[src/hdl/cmd_cpu_pkg.sv]
//--------------------------------------------------
// Command processor shared definitions
// Bus widths, command word encoding, AHB transfer
// codes and the execute FSM states
//--------------------------------------------------
package cmd_cpu_pkg;

	// Bus widths
	localparam int ADDR_W = 32;
	localparam int DATA_W = 32;

	// Command word fields
	localparam int OP_W   = 4;
	localparam int OP_LSB = 28;
	localparam int IMM_W  = 16;

	typedef logic [ADDR_W-1:0] addr_t;
	typedef logic [DATA_W-1:0] data_t;
	typedef logic [IMM_W-1:0]  imm_t;

	// Opcodes in bits 31:28
	// Zero is HALT so that blank memory stops the engine
	typedef enum logic [OP_W-1:0] {
		OP_HALT  = 4'h0,
		OP_LOAD  = 4'h1,
		OP_STORE = 4'h2,
		OP_ADDI  = 4'h3,
		OP_JUMP  = 4'h4
	} cmd_op_t;

	// AHB-Lite htrans codes
	localparam logic [1:0] HTRANS_IDLE = 2'b00;
	localparam logic [1:0] HTRANS_NSEQ = 2'b10;

	// Execute unit states
	typedef enum logic [1:0] {
		RUN_WAIT_CMD,
		DATA_APH,
		DATA_DPH,
		HALTED
	} exec_state_t;

endpackage

[src/hdl/core_bus_if.sv]
//--------------------------------------------------
// Engine side bus port
// Address phase request plus data phase strobes
//--------------------------------------------------
`timescale 1ns/1ps

interface core_bus_if
	import cmd_cpu_pkg::*;
();

	// Address phase, held by the core until aph_ready
	logic  aph_req;
	addr_t haddr;
	logic  hwrite;
	data_t wdata;

	// Responses from the port adapter
	logic  aph_ready;
	logic  dph_ready;
	logic  dph_err;
	data_t rdata;

	// Engine side
	modport core (
		output aph_req, haddr, hwrite, wdata,
		input  aph_ready, dph_ready, dph_err, rdata
	);

	// AHB adapter side
	modport port (
		input  aph_req, haddr, hwrite, wdata,
		output aph_ready, dph_ready, dph_err, rdata
	);

endinterface

[src/hdl/ahbl_master_port.sv]
//--------------------------------------------------
// AHB-Lite master port adapter
// Maps engine requests onto single word transfers
// and tracks the data phase
//--------------------------------------------------
`timescale 1ns/1ps

module ahbl_master_port
	import cmd_cpu_pkg::*;
#(
	parameter bit READ_ONLY = 1'b0
) (
	input  logic       clk,
	input  logic       rst_n,
	core_bus_if.port   bus,
	output addr_t      haddr_o,
	output logic       hwrite_o,
	output logic [1:0] htrans_o,
	output logic [2:0] hsize_o,
	output logic [2:0] hburst_o,
	output logic [3:0] hprot_o,
	output logic       hmastlock_o,
	output data_t      hwdata_o,
	input  logic       hready_i,
	input  logic       hresp_i,
	input  data_t      hrdata_i
);

	// Fixed transfer attributes
	// Protection is a data access in user mode
	localparam logic [2:0] HSIZE_WORD    = 3'b010;
	localparam logic [2:0] HBURST_SINGLE = 3'b000;
	localparam logic [3:0] HPROT_DEFAULT = 4'b0001;

	logic dph_active_q;

	// --------------------------------------------------
	// Address phase

	assign haddr_o     = bus.haddr;
	assign htrans_o    = bus.aph_req ? HTRANS_NSEQ : HTRANS_IDLE;
	assign hsize_o     = HSIZE_WORD;
	assign hburst_o    = HBURST_SINGLE;
	assign hprot_o     = HPROT_DEFAULT;
	assign hmastlock_o = 1'b0;

	// Request accepted whenever the bus is ready
	assign bus.aph_ready = hready_i && bus.aph_req;

	// --------------------------------------------------
	// Data phase

	// Follows the address phase on every ready cycle
	always_ff @(posedge clk or negedge rst_n) begin
		if (!rst_n) begin
			dph_active_q <= 1'b0;
		end else if (hready_i) begin
			dph_active_q <= bus.aph_req;
		end
	end

	assign bus.dph_ready = hready_i && dph_active_q;
	assign bus.dph_err   = hready_i && dph_active_q && hresp_i;
	assign bus.rdata     = hrdata_i;

	// Write path, absent on a fetch-only port
	generate
		if (READ_ONLY) begin : g_read_only
			assign hwrite_o = 1'b0;
			assign hwdata_o = '0;
		end else begin : g_read_write
			data_t wdata_q;

			// Capture at acceptance, hold through the data phase
			always_ff @(posedge clk) begin
				if (bus.aph_ready && bus.hwrite) begin
					wdata_q <= bus.wdata;
				end
			end

			assign hwrite_o = bus.hwrite;
			assign hwdata_o = wdata_q;
		end
	endgenerate

endmodule

[src/hdl/cmd_fetch.sv]
//--------------------------------------------------
// Command fetch unit
// Holds the fetch address, reads one command word
// at a time and buffers it for the execute unit
//--------------------------------------------------
`timescale 1ns/1ps

module cmd_fetch
	import cmd_cpu_pkg::*;
#(
	parameter addr_t RESET_PC = '0
) (
	input  logic     clk,
	input  logic     rst_n,
	core_bus_if.core ibus,
	input  logic     run_i,
	input  logic     cmd_take_i,
	input  logic     redirect_i,
	input  addr_t    redirect_addr_i,
	output logic     cmd_valid_o,
	output data_t    cmd_word_o,
	output logic     fetch_err_o
);

	addr_t fetch_addr_q;
	logic  buf_valid_q;
	data_t buf_word_q;
	logic  dph_busy_q;
	logic  req_hold_q;
	logic  out_of_reset_q;
	logic  fetch_req;

	// --------------------------------------------------
	// Request control

	// New fetch only with an empty buffer and nothing in flight
	// Once issued the request stays up until accepted
	assign fetch_req = req_hold_q ||
		(out_of_reset_q && run_i && !buf_valid_q && !dph_busy_q);

	always_ff @(posedge clk or negedge rst_n) begin
		if (!rst_n) begin
			out_of_reset_q <= 1'b0;
			req_hold_q     <= 1'b0;
			dph_busy_q     <= 1'b0;
		end else begin
			// First fetch goes out the cycle after reset
			out_of_reset_q <= 1'b1;
			// Stalled request keeps htrans stable
			req_hold_q <= fetch_req && !ibus.aph_ready;
			if (ibus.aph_ready) begin
				dph_busy_q <= 1'b1;
			end else if (ibus.dph_ready) begin
				dph_busy_q <= 1'b0;
			end
		end
	end

	// Fetch address moves on only when the command is consumed
	always_ff @(posedge clk or negedge rst_n) begin
		if (!rst_n) begin
			fetch_addr_q <= RESET_PC;
		end else if (cmd_take_i) begin
			fetch_addr_q <= redirect_i ? redirect_addr_i : fetch_addr_q + addr_t'(4);
		end
	end

	// --------------------------------------------------
	// Command buffer

	// Bus error leaves the buffer empty
	always_ff @(posedge clk or negedge rst_n) begin
		if (!rst_n) begin
			buf_valid_q <= 1'b0;
		end else if (ibus.dph_ready && !ibus.dph_err) begin
			buf_valid_q <= 1'b1;
		end else if (cmd_take_i) begin
			buf_valid_q <= 1'b0;
		end
	end

	always_ff @(posedge clk) begin
		if (ibus.dph_ready) begin
			buf_word_q <= ibus.rdata;
		end
	end

	assign cmd_valid_o = buf_valid_q;
	assign cmd_word_o  = buf_word_q;
	assign fetch_err_o = ibus.dph_err;

	// Read-only bus
	assign ibus.aph_req = fetch_req;
	assign ibus.haddr   = fetch_addr_q;
	assign ibus.hwrite  = 1'b0;
	assign ibus.wdata   = '0;

endmodule

[src/hdl/cmd_exec.sv]
//--------------------------------------------------
// Command execute unit
// Decodes commands, owns the accumulator, runs
// loads and stores and the run/halt control
//--------------------------------------------------
`timescale 1ns/1ps

module cmd_exec
	import cmd_cpu_pkg::*;
(
	input  logic     clk,
	input  logic     rst_n,
	core_bus_if.core dbus,
	input  logic     cmd_valid_i,
	input  data_t    cmd_word_i,
	input  logic     fetch_err_i,
	output logic     cmd_take_o,
	output logic     redirect_o,
	output addr_t    redirect_addr_o,
	output logic     run_o,
	input  logic     halt_req_i,
	input  logic     resume_i,
	output logic     halted_o,
	output logic     running_o,
	output logic     err_o
);

	exec_state_t state_q;
	exec_state_t state_d;
	data_t       acc_q;
	data_t       acc_d;
	logic        halt_pend_q;
	logic        err_q;
	cmd_op_t     cmd_op;
	imm_t        cmd_imm;
	logic        cmd_is_store;

	// --------------------------------------------------
	// Decode

	// Unknown opcodes fall into the HALT branch below
	assign cmd_op       = cmd_op_t'(cmd_word_i[OP_LSB +: OP_W]);
	assign cmd_imm      = cmd_word_i[IMM_W-1:0];
	assign cmd_is_store = (cmd_op == OP_STORE);

	// --------------------------------------------------
	// Next state

	always_comb begin
		state_d    = state_q;
		acc_d      = acc_q;
		cmd_take_o = 1'b0;
		redirect_o = 1'b0;
		case (state_q)
			RUN_WAIT_CMD: begin
				// Error first, then halt request, then the command
				if (fetch_err_i || halt_req_i || halt_pend_q) begin
					state_d = HALTED;
				end else if (cmd_valid_i) begin
					case (cmd_op)
						OP_ADDI: begin
							acc_d      = acc_q + data_t'(cmd_imm);
							cmd_take_o = 1'b1;
						end
						OP_JUMP: begin
							cmd_take_o = 1'b1;
							redirect_o = 1'b1;
						end
						OP_LOAD, OP_STORE: begin
							state_d = DATA_APH;
						end
						default: begin
							// Consumed so resume carries on after it
							cmd_take_o = 1'b1;
							state_d    = HALTED;
						end
					endcase
				end
			end
			DATA_APH: begin
				if (dbus.aph_ready) begin
					state_d = DATA_DPH;
				end
			end
			DATA_DPH: begin
				// Command retires at the end of its data phase
				if (dbus.dph_ready) begin
					cmd_take_o = 1'b1;
					if (dbus.dph_err) begin
						state_d = HALTED;
					end else begin
						if (!cmd_is_store) begin
							acc_d = dbus.rdata;
						end
						state_d = RUN_WAIT_CMD;
					end
				end
			end
			HALTED: begin
				if (resume_i && !fetch_err_i) begin
					state_d = RUN_WAIT_CMD;
				end
			end
			default: begin
				state_d = HALTED;
			end
		endcase
	end

	// --------------------------------------------------
	// Registers

	always_ff @(posedge clk or negedge rst_n) begin
		if (!rst_n) begin
			state_q <= RUN_WAIT_CMD;
			acc_q   <= '0;
		end else begin
			state_q <= state_d;
			acc_q   <= acc_d;
		end
	end

	// Halt request seen mid transfer waits for the command to retire
	always_ff @(posedge clk or negedge rst_n) begin
		if (!rst_n) begin
			halt_pend_q <= 1'b0;
		end else if (state_d == HALTED) begin
			halt_pend_q <= 1'b0;
		end else if (halt_req_i) begin
			halt_pend_q <= 1'b1;
		end
	end

	// Sticky bus error flag
	always_ff @(posedge clk or negedge rst_n) begin
		if (!rst_n) begin
			err_q <= 1'b0;
		end else if (fetch_err_i || dbus.dph_err) begin
			err_q <= 1'b1;
		end else if (state_q == HALTED && resume_i) begin
			err_q <= 1'b0;
		end
	end

	// --------------------------------------------------
	// Outputs

	// Command word stays in the fetch buffer until taken
	assign dbus.aph_req = (state_q == DATA_APH);
	assign dbus.haddr   = addr_t'(cmd_imm);
	assign dbus.hwrite  = cmd_is_store;
	assign dbus.wdata   = acc_q;

	assign redirect_addr_o = addr_t'(cmd_imm);
	assign run_o           = (state_q != HALTED);
	assign halted_o        = (state_q == HALTED);
	assign running_o       = !halted_o;
	assign err_o           = err_q;

endmodule

[src/hdl/cmd_cpu_2port.sv]
//--------------------------------------------------
// Two port command processor
// Fetch and execute units on separate AHB-Lite
// instruction and load/store masters
//--------------------------------------------------
`timescale 1ns/1ps

module cmd_cpu_2port
	import cmd_cpu_pkg::*;
#(
	parameter addr_t RESET_PC = '0
) (
	input  logic       clk,
	input  logic       rst_n,

	// Instruction port
	output addr_t      i_haddr_o,
	output logic       i_hwrite_o,
	output logic [1:0] i_htrans_o,
	output logic [2:0] i_hsize_o,
	output logic [2:0] i_hburst_o,
	output logic [3:0] i_hprot_o,
	output logic       i_hmastlock_o,
	output data_t      i_hwdata_o,
	input  logic       i_hready_i,
	input  logic       i_hresp_i,
	input  data_t      i_hrdata_i,

	// Load/store port
	output addr_t      d_haddr_o,
	output logic       d_hwrite_o,
	output logic [1:0] d_htrans_o,
	output logic [2:0] d_hsize_o,
	output logic [2:0] d_hburst_o,
	output logic [3:0] d_hprot_o,
	output logic       d_hmastlock_o,
	output data_t      d_hwdata_o,
	input  logic       d_hready_i,
	input  logic       d_hresp_i,
	input  data_t      d_hrdata_i,

	// Run/halt control
	input  logic       halt_req_i,
	input  logic       resume_i,
	output logic       halted_o,
	output logic       running_o,
	output logic       err_o
);

	// Engine side buses
	core_bus_if ibus ();
	core_bus_if dbus ();

	// Fetch to execute strobes
	logic  cmd_valid;
	data_t cmd_word;
	logic  cmd_take;
	logic  redirect;
	addr_t redirect_addr;
	logic  fetch_err;
	logic  run;

	// --------------------------------------------------
	// Engine

	cmd_fetch #(
		.RESET_PC (RESET_PC)
	) u_cmd_fetch (
		.clk             (clk),
		.rst_n           (rst_n),
		.ibus            (ibus),
		.run_i           (run),
		.cmd_take_i      (cmd_take),
		.redirect_i      (redirect),
		.redirect_addr_i (redirect_addr),
		.cmd_valid_o     (cmd_valid),
		.cmd_word_o      (cmd_word),
		.fetch_err_o     (fetch_err)
	);

	cmd_exec u_cmd_exec (
		.clk             (clk),
		.rst_n           (rst_n),
		.dbus            (dbus),
		.cmd_valid_i     (cmd_valid),
		.cmd_word_i      (cmd_word),
		.fetch_err_i     (fetch_err),
		.cmd_take_o      (cmd_take),
		.redirect_o      (redirect),
		.redirect_addr_o (redirect_addr),
		.run_o           (run),
		.halt_req_i      (halt_req_i),
		.resume_i        (resume_i),
		.halted_o        (halted_o),
		.running_o       (running_o),
		.err_o           (err_o)
	);

	// --------------------------------------------------
	// AHB-Lite masters

	// Fetch only, no write path
	ahbl_master_port #(
		.READ_ONLY (1'b1)
	) u_iport (
		.clk         (clk),
		.rst_n       (rst_n),
		.bus         (ibus),
		.haddr_o     (i_haddr_o),
		.hwrite_o    (i_hwrite_o),
		.htrans_o    (i_htrans_o),
		.hsize_o     (i_hsize_o),
		.hburst_o    (i_hburst_o),
		.hprot_o     (i_hprot_o),
		.hmastlock_o (i_hmastlock_o),
		.hwdata_o    (i_hwdata_o),
		.hready_i    (i_hready_i),
		.hresp_i     (i_hresp_i),
		.hrdata_i    (i_hrdata_i)
	);

	ahbl_master_port #(
		.READ_ONLY (1'b0)
	) u_dport (
		.clk         (clk),
		.rst_n       (rst_n),
		.bus         (dbus),
		.haddr_o     (d_haddr_o),
		.hwrite_o    (d_hwrite_o),
		.htrans_o    (d_htrans_o),
		.hsize_o     (d_hsize_o),
		.hburst_o    (d_hburst_o),
		.hprot_o     (d_hprot_o),
		.hmastlock_o (d_hmastlock_o),
		.hwdata_o    (d_hwdata_o),
		.hready_i    (d_hready_i),
		.hresp_i     (d_hresp_i),
		.hrdata_i    (d_hrdata_i)
	);

endmodule

[config.mk]
export PLATFORM = sky130hd
export DESIGN_NAME = cmd_cpu_2port
export DESIGN_NICKNAME = d
export VERILOG_FILES = /design/src/hdl/cmd_cpu_pkg.sv /design/src/hdl/core_bus_if.sv /design/src/hdl/ahbl_master_port.sv /design/src/hdl/cmd_fetch.sv /design/src/hdl/cmd_exec.sv /design/src/hdl/cmd_cpu_2port.sv
export SDC_FILE = /design/constraint.sdc
export NUM_CORES = 1
export LEC_CHECK = 0
export ABC_AREA = 1
export BUFFER_PORTS_ARGS = -buffer_cell sky130_fd_sc_hd__buf_2
export CORE_UTILIZATION = 60
export CTS_CLUSTER_SIZE = 24
export DETAILED_ROUTE_END_ITERATION = 7
export PLACE_DENSITY = 0.91
export SLEW_MARGIN = 20
export SYNTH_ARGS = -nofsm -noshare
export SYNTH_HDL_FRONTEND = slang
export SYNTH_HIERARCHICAL = 1
export SYNTH_SLANG_ARGS = --single-unit
[constraint.sdc]
create_clock -name clk -period 4.9 [get_ports clk]
set_clock_uncertainty 0.2 [all_clocks]
set_input_delay 0.245 -clock clk [delete_from_list [all_inputs] [get_ports clk]]
set_output_delay 0.245 -clock clk [all_outputs]
set_load 0.005 [all_outputs]
# [Word level (Yosys, flattened, before mapping)]
# Cells that the tools add are included.
[classes] n_addsub=2 eq_ne=15 mux=35 reduce_logical=32
[op_table] op="$mux 32" count=7
[op_table] op="$pmux 32 s2" count=1
[op_table] op="$add 32x16->32" count=1
[op_table] op="$add 32x3->32 const B" count=1
[op_table] op="$mux 1" count=16
[op_table] op="$mux 2" count=8
[op_table] op="$logic_and 1x1->1" count=14
[op_table] op="$ne 2x2->1 const B" count=7
[op_table] op="$reduce_bool 2->1" count=5
[op_table] op="$eq 4x2->1 const B" count=2
[op_table] op="$pmux 2 s4" count=1
[op_table] op="$reduce_and 7->1" count=1
[op_table] op="$eq 2x2->1 const B" count=3
[op_table] op="$logic_not 1->1" count=5
[op_table] op="$eq 4x1->1 const B" count=1
[op_table] op="$eq 4x3->1 const B" count=1
[op_table] op="$logic_or 1x1->1" count=4
[op_table] op="$pmux 2 s2" count=1
[op_table] op="$reduce_or 2->1" count=2
[op_table] op="$eq 2x1->1 const B" count=1
[op_table] op="$logic_not 2->1" count=1
[op_table] op="$pmux 1 s2" count=1
[word_totals] register_bits=138 input_bits=72 output_inout_bits=159 word_cells=97

# [Depth between registers and ports, before layout]
[depth] ltp_word=8 ltp_mapped=16 ltp_nobuf=14

# [Cells and area by module]
# The synthesis kept the hierarchy.
[by_module_without_submodules] mod="cmd_exec" n_inst=1 cells_each=664 area_each_um2=3943.8
[by_module_without_submodules] mod="cmd_fetch" n_inst=1 cells_each=450 area_each_um2=3701.0
[by_module_without_submodules] mod="ahbl_master_port (u_dport)" n_inst=1 cells_each=124 area_each_um2=1625.3
[by_module_without_submodules] mod="ahbl_master_port (u_iport)" n_inst=1 cells_each=122 area_each_um2=897.1

# [Worst setup path after synthesis]
# Ideal clock, no wire load.
[synth_path] path_kind="register to register" from="reg u_cmd_fetch.buf_word_q[31] (netlist: u_cmd_fetch/cmd_word_o[31])" to="reg u_dport.g_read_write.wdata_q[0] (netlist: u_dport/hwdata_o[0]) (enable)" setup_time_ps=421 t_arrival_ps=2083 setup_slack_ps=2196 path_stages_with_launch=6 path_buffers=0 path_cell_list="edfxtp_1 nor2_1 nand3_1 inv_1 inv_1 nor2_1"
[synth_between] elab_chain_len=2
[synth_lines] element="start: declaration" line_no="cmd_fetch.sv:27" rtl="data_t buf_word_q;"
[synth_lines] element="start signal: assignment" line_no="cmd_fetch.sv:84" rtl="buf_word_q <= ibus.rdata;"
[synth_lines] element="$eq 4x2->1" line_no="cmd_exec.sv:44" rtl="assign cmd_is_store = (cmd_op == OP_STORE);"
[synth_lines] element="net dbus.hwrite" line_no="core_bus_if.sv:14" rtl="logic hwrite;"
[synth_lines] element="$logic_and 1x1->1" line_no="ahbl_master_port.sv:76" rtl="if (bus.aph_ready && bus.hwrite) begin"
[synth_lines] element="end signal: assignment" line_no="ahbl_master_port.sv:77" rtl="wdata_q <= bus.wdata;"
[synth_lines] element="end: declaration" line_no="ahbl_master_port.sv:72" rtl="data_t wdata_q;"
# The timed path passes the listed nets, and every way through them passes these cells.
# A chain may end at the register's enable or synchronous reset.

# [Final worst setup path]
[layout_path] from="reg u_cmd_exec.state_q[1]" to="reg u_cmd_fetch.fetch_addr_q[8] (netlist: u_cmd_fetch/ibus.haddr[8])"
[layout_between] word_cells_on_any_way=5
[layout_lines] element="start: declaration" line_no="cmd_exec.sv:28" rtl="exec_state_t state_q;"
[layout_lines] element="start signal: assignment" line_no="cmd_exec.sv:118" rtl="state_q <= state_d;"
[layout_lines] element="$eq 2x2->1 / $logic_not 2->1 (equally long branches)" line_no="cmd_exec.sv:54" rtl="case (state_q)"
[layout_lines] element="$pmux 1 s2 *" line_no="cmd_exec.sv:54"
[layout_lines] element="net cmd_take" line_no="cmd_cpu_2port.sv:57" rtl="logic cmd_take;"
[layout_lines] element="end signal: assignment" line_no="cmd_fetch.sv:64" rtl="fetch_addr_q <= redirect_i ? redirect_addr_i : fetch_addr_q + addr_t'(4);"
[layout_lines] element="end: declaration" line_no="cmd_fetch.sv:25" rtl="addr_t fetch_addr_q;"
# The timed path passes the listed nets; every way through them passes the cells marked *.

==> metrics.cfg <==
[status]
outcome = finished, final reports clean

[timing]
fin_crit_ns = 3.64
fmax_ghz = 0.275
rsz0062_at_grt = false
fin_tns_setup_ns = 0
finalMaxSlewViolations = 0
max-slew-margin-rel = 0.335
hold_viol = 0
worst_slew_pin_slew_ns = 0.995
min_period_over_period = 0.743
setup_viol = 0

[pwr]
p_clk_frac = 0.278
seqPwrFrac = 0.352
ir_drop_mv = 0.303
finalPower_w = 0.00480
internal_power_w = 0.00292
power_frac_comb = 0.370
netSwitchingFraction = 0.392
power_density_mw_per_mm2 = 476
p_switching_w = 0.00188
leakage_nw = 5.25

[yosys]
syn_area_per_cell_um2 = 7.27
netlist_area_mm2 = 0.00947
yosysWarnings = 6
synthCells = 1302

[routing]
drcViolationCount = 0
finalWirelength_um = 22300
drt_iter0_markers = 858
avgViaCountPerCell = 5.05
drtAntennaViolNets = 0
wl_per_cell_um = 14.2
first_pass_iters = 5
vias = 7943

[cells_and_area]
fin_nets = 1438
area.growth.synth_to_final_pct = 6.68
layout_common_cells = 376 x nand2_1, 145 x buf_2, 128 x nor2_1, 127 x inv_1, 90 x conb_1
layout_commonest_cell = nand2_1
seq_area_mm2 = 0.00341
finalNonFillerCells = 1572
n_antenna_cell = 0
fill_cells = 1270
multi_input_comb_area_mm2 = 0.00394
drive_above_1_share = 0.162

[clock_tree]
clkLatencyLatePin_ns = 0.42
cts_resized = 0
cts_buffer_depth = 2
cts_tree = built
postCtsSetupBuffers = 0
cts_buffers = 17
h-tree-depth = 4
clock_sinks = 126
cts-root-buf = clkbuf_16
clk_pin_slew_worst_paths_ns = 0.05

[worst_setup_path]
start_kind = flop
r2r_end = u_cmd_fetch/ibus.haddr[8]
critical_path_required_ns = 5.06
crit_start = u_cmd_exec/state_q[1]
r2r-start = u_cmd_exec/state_q[1]
worstPathMaxFanout = 44
crit_type = reg -> reg
ff2ff_setup_slack_ns = 1.26
end_kind = flop
r2r_cells = 11
cp.arrival_ns = 3.80

[global_route]
grt_max_degree = 75
antenna_found_initial = 0
grtUsageTotal = 0.278
grt_pass1_wl_um = 34600
overflow = 0
grt_pass1_vias = 7189

[worst_hold_path]
hold_path.class = in -> reg
min_from = d_hrdata_i[30]
worstHoldEndpoint = u_cmd_exec/dbus.wdata[30]
whs_path_depth = 5

[place]
hpwl_um = 15100
dp_cells = 1482
place_congestion = 0.933
place.port_buffers = 145

[run]
maxCapViolations = 0

[floorplan]
core_mm2 = 0.0153
row_count = 45
io_pins = 231
die_h_um = 128
initial_core_util = 0.618
fp.dieArea_mm2 = 0.0163
die_w_um = 128

-- per-layer routing --
metal | wire, µm | share of wire | vias to the layer above | GRT usage
met5 | 0 | 0 | - | 0
li1 | - | - | 3852 | -
met4 | 587 | 0.026 | 0 | 0.113
met1 | 9460 | 0.42 | 3614 | 0.358
met2 | 10400 | 0.47 | 422 | 0.450
met3 | 1840 | 0.082 | 55 | 0.0674
-- final cells by class --
type	count	share of cell area
Clock buffer	27	0.0519
Clock inverter	5	0.00991
Inverter	133	0.0496
Multi-Input combinational cell	863	0.390
Sequential cell	126	0.338
Tap cell	211	0.0261
Timing Repair Buffer	207	0.134
-- state kept, by name (all words and copies together) (netlist names) --
register / cells
u_cmd_fetch/cmd_word_o: 20
u_cmd_fetch/dph_busy_q: 1
u_cmd_fetch/req_hold_q: 1
u_cmd_exec/err_o: 1
u_cmd_exec/dbus.wdata: 32
u_dport/hwdata_o: 32
u_dport/dph_active_q: 1
u_cmd_fetch/cmd_valid_o: 1
u_cmd_fetch/out_of_reset_q: 1
u_cmd_exec/state_q: 2
u_cmd_exec/halt_pend_q: 1
u_cmd_fetch/ibus.haddr: 32
u_iport/dph_active_q: 1
-- critical path, stage by stage (launching register included) --
cell and delay (ns):
dfrtp_1 0.45, inv_2 0.07, nor2_4 0.07, buf_4 0.30
inv_2 0.40, o21ai_2 0.63, inv_2 0.38, nor2_2 0.48
inv_2 0.22, o211ai_1 0.21, o21ai_0 0.10, nand2_1 0.07
-- power groups by stage --
stage,Clock [W],Sequential [W],Combinational (W)
final,0.00133,0.00169,0.00178
after global routing,0.00140,0.00172,0.00200
after CTS,0.00135,0.00168,0.00173
after detailed placement,0,0.00170,0.00167
after global placement,0,0.00169,0.00161
after floorplan,0,0.00160,0.00149
-- stage by stage --
step           cell area [µm²]   util  setup slack (ns)  hold slack [ns]
5_1_grt                  10100  0.659              1.00           0.0690
3_3_place_gp              8870  0.579              1.41            0.221
3_5_place_dp              8870  0.579              1.35            0.223
4_1_cts                  10100  0.658              1.30           0.0244
6_report                 10100  0.659              1.26           0.0376
2_1_floorplan             9780      -              2.20           -0.251
-- what timing repair did --
action,in CTS,in global routing
hold endpoints to repair,132,0
setup endpoints to repair,0,0
hold buffers,57,0
-- worst max-delay path by stage --
stage,slack (ns),endpoint,depth (start not counted)
2_1_floorplan,2.20,u_dport/hwdata_o[0],5
3_3_place_gp,1.41,u_cmd_fetch/ibus.haddr[17],11
3_5_place_dp,1.35,u_cmd_fetch/ibus.haddr[17],11
6_report,1.26,u_cmd_fetch/ibus.haddr[8],11
4_1_cts,1.30,u_cmd_fetch/ibus.haddr[17],11
5_1_grt,1.00,u_cmd_fetch/ibus.haddr[17],11
(Power assumes the default switching activity.)
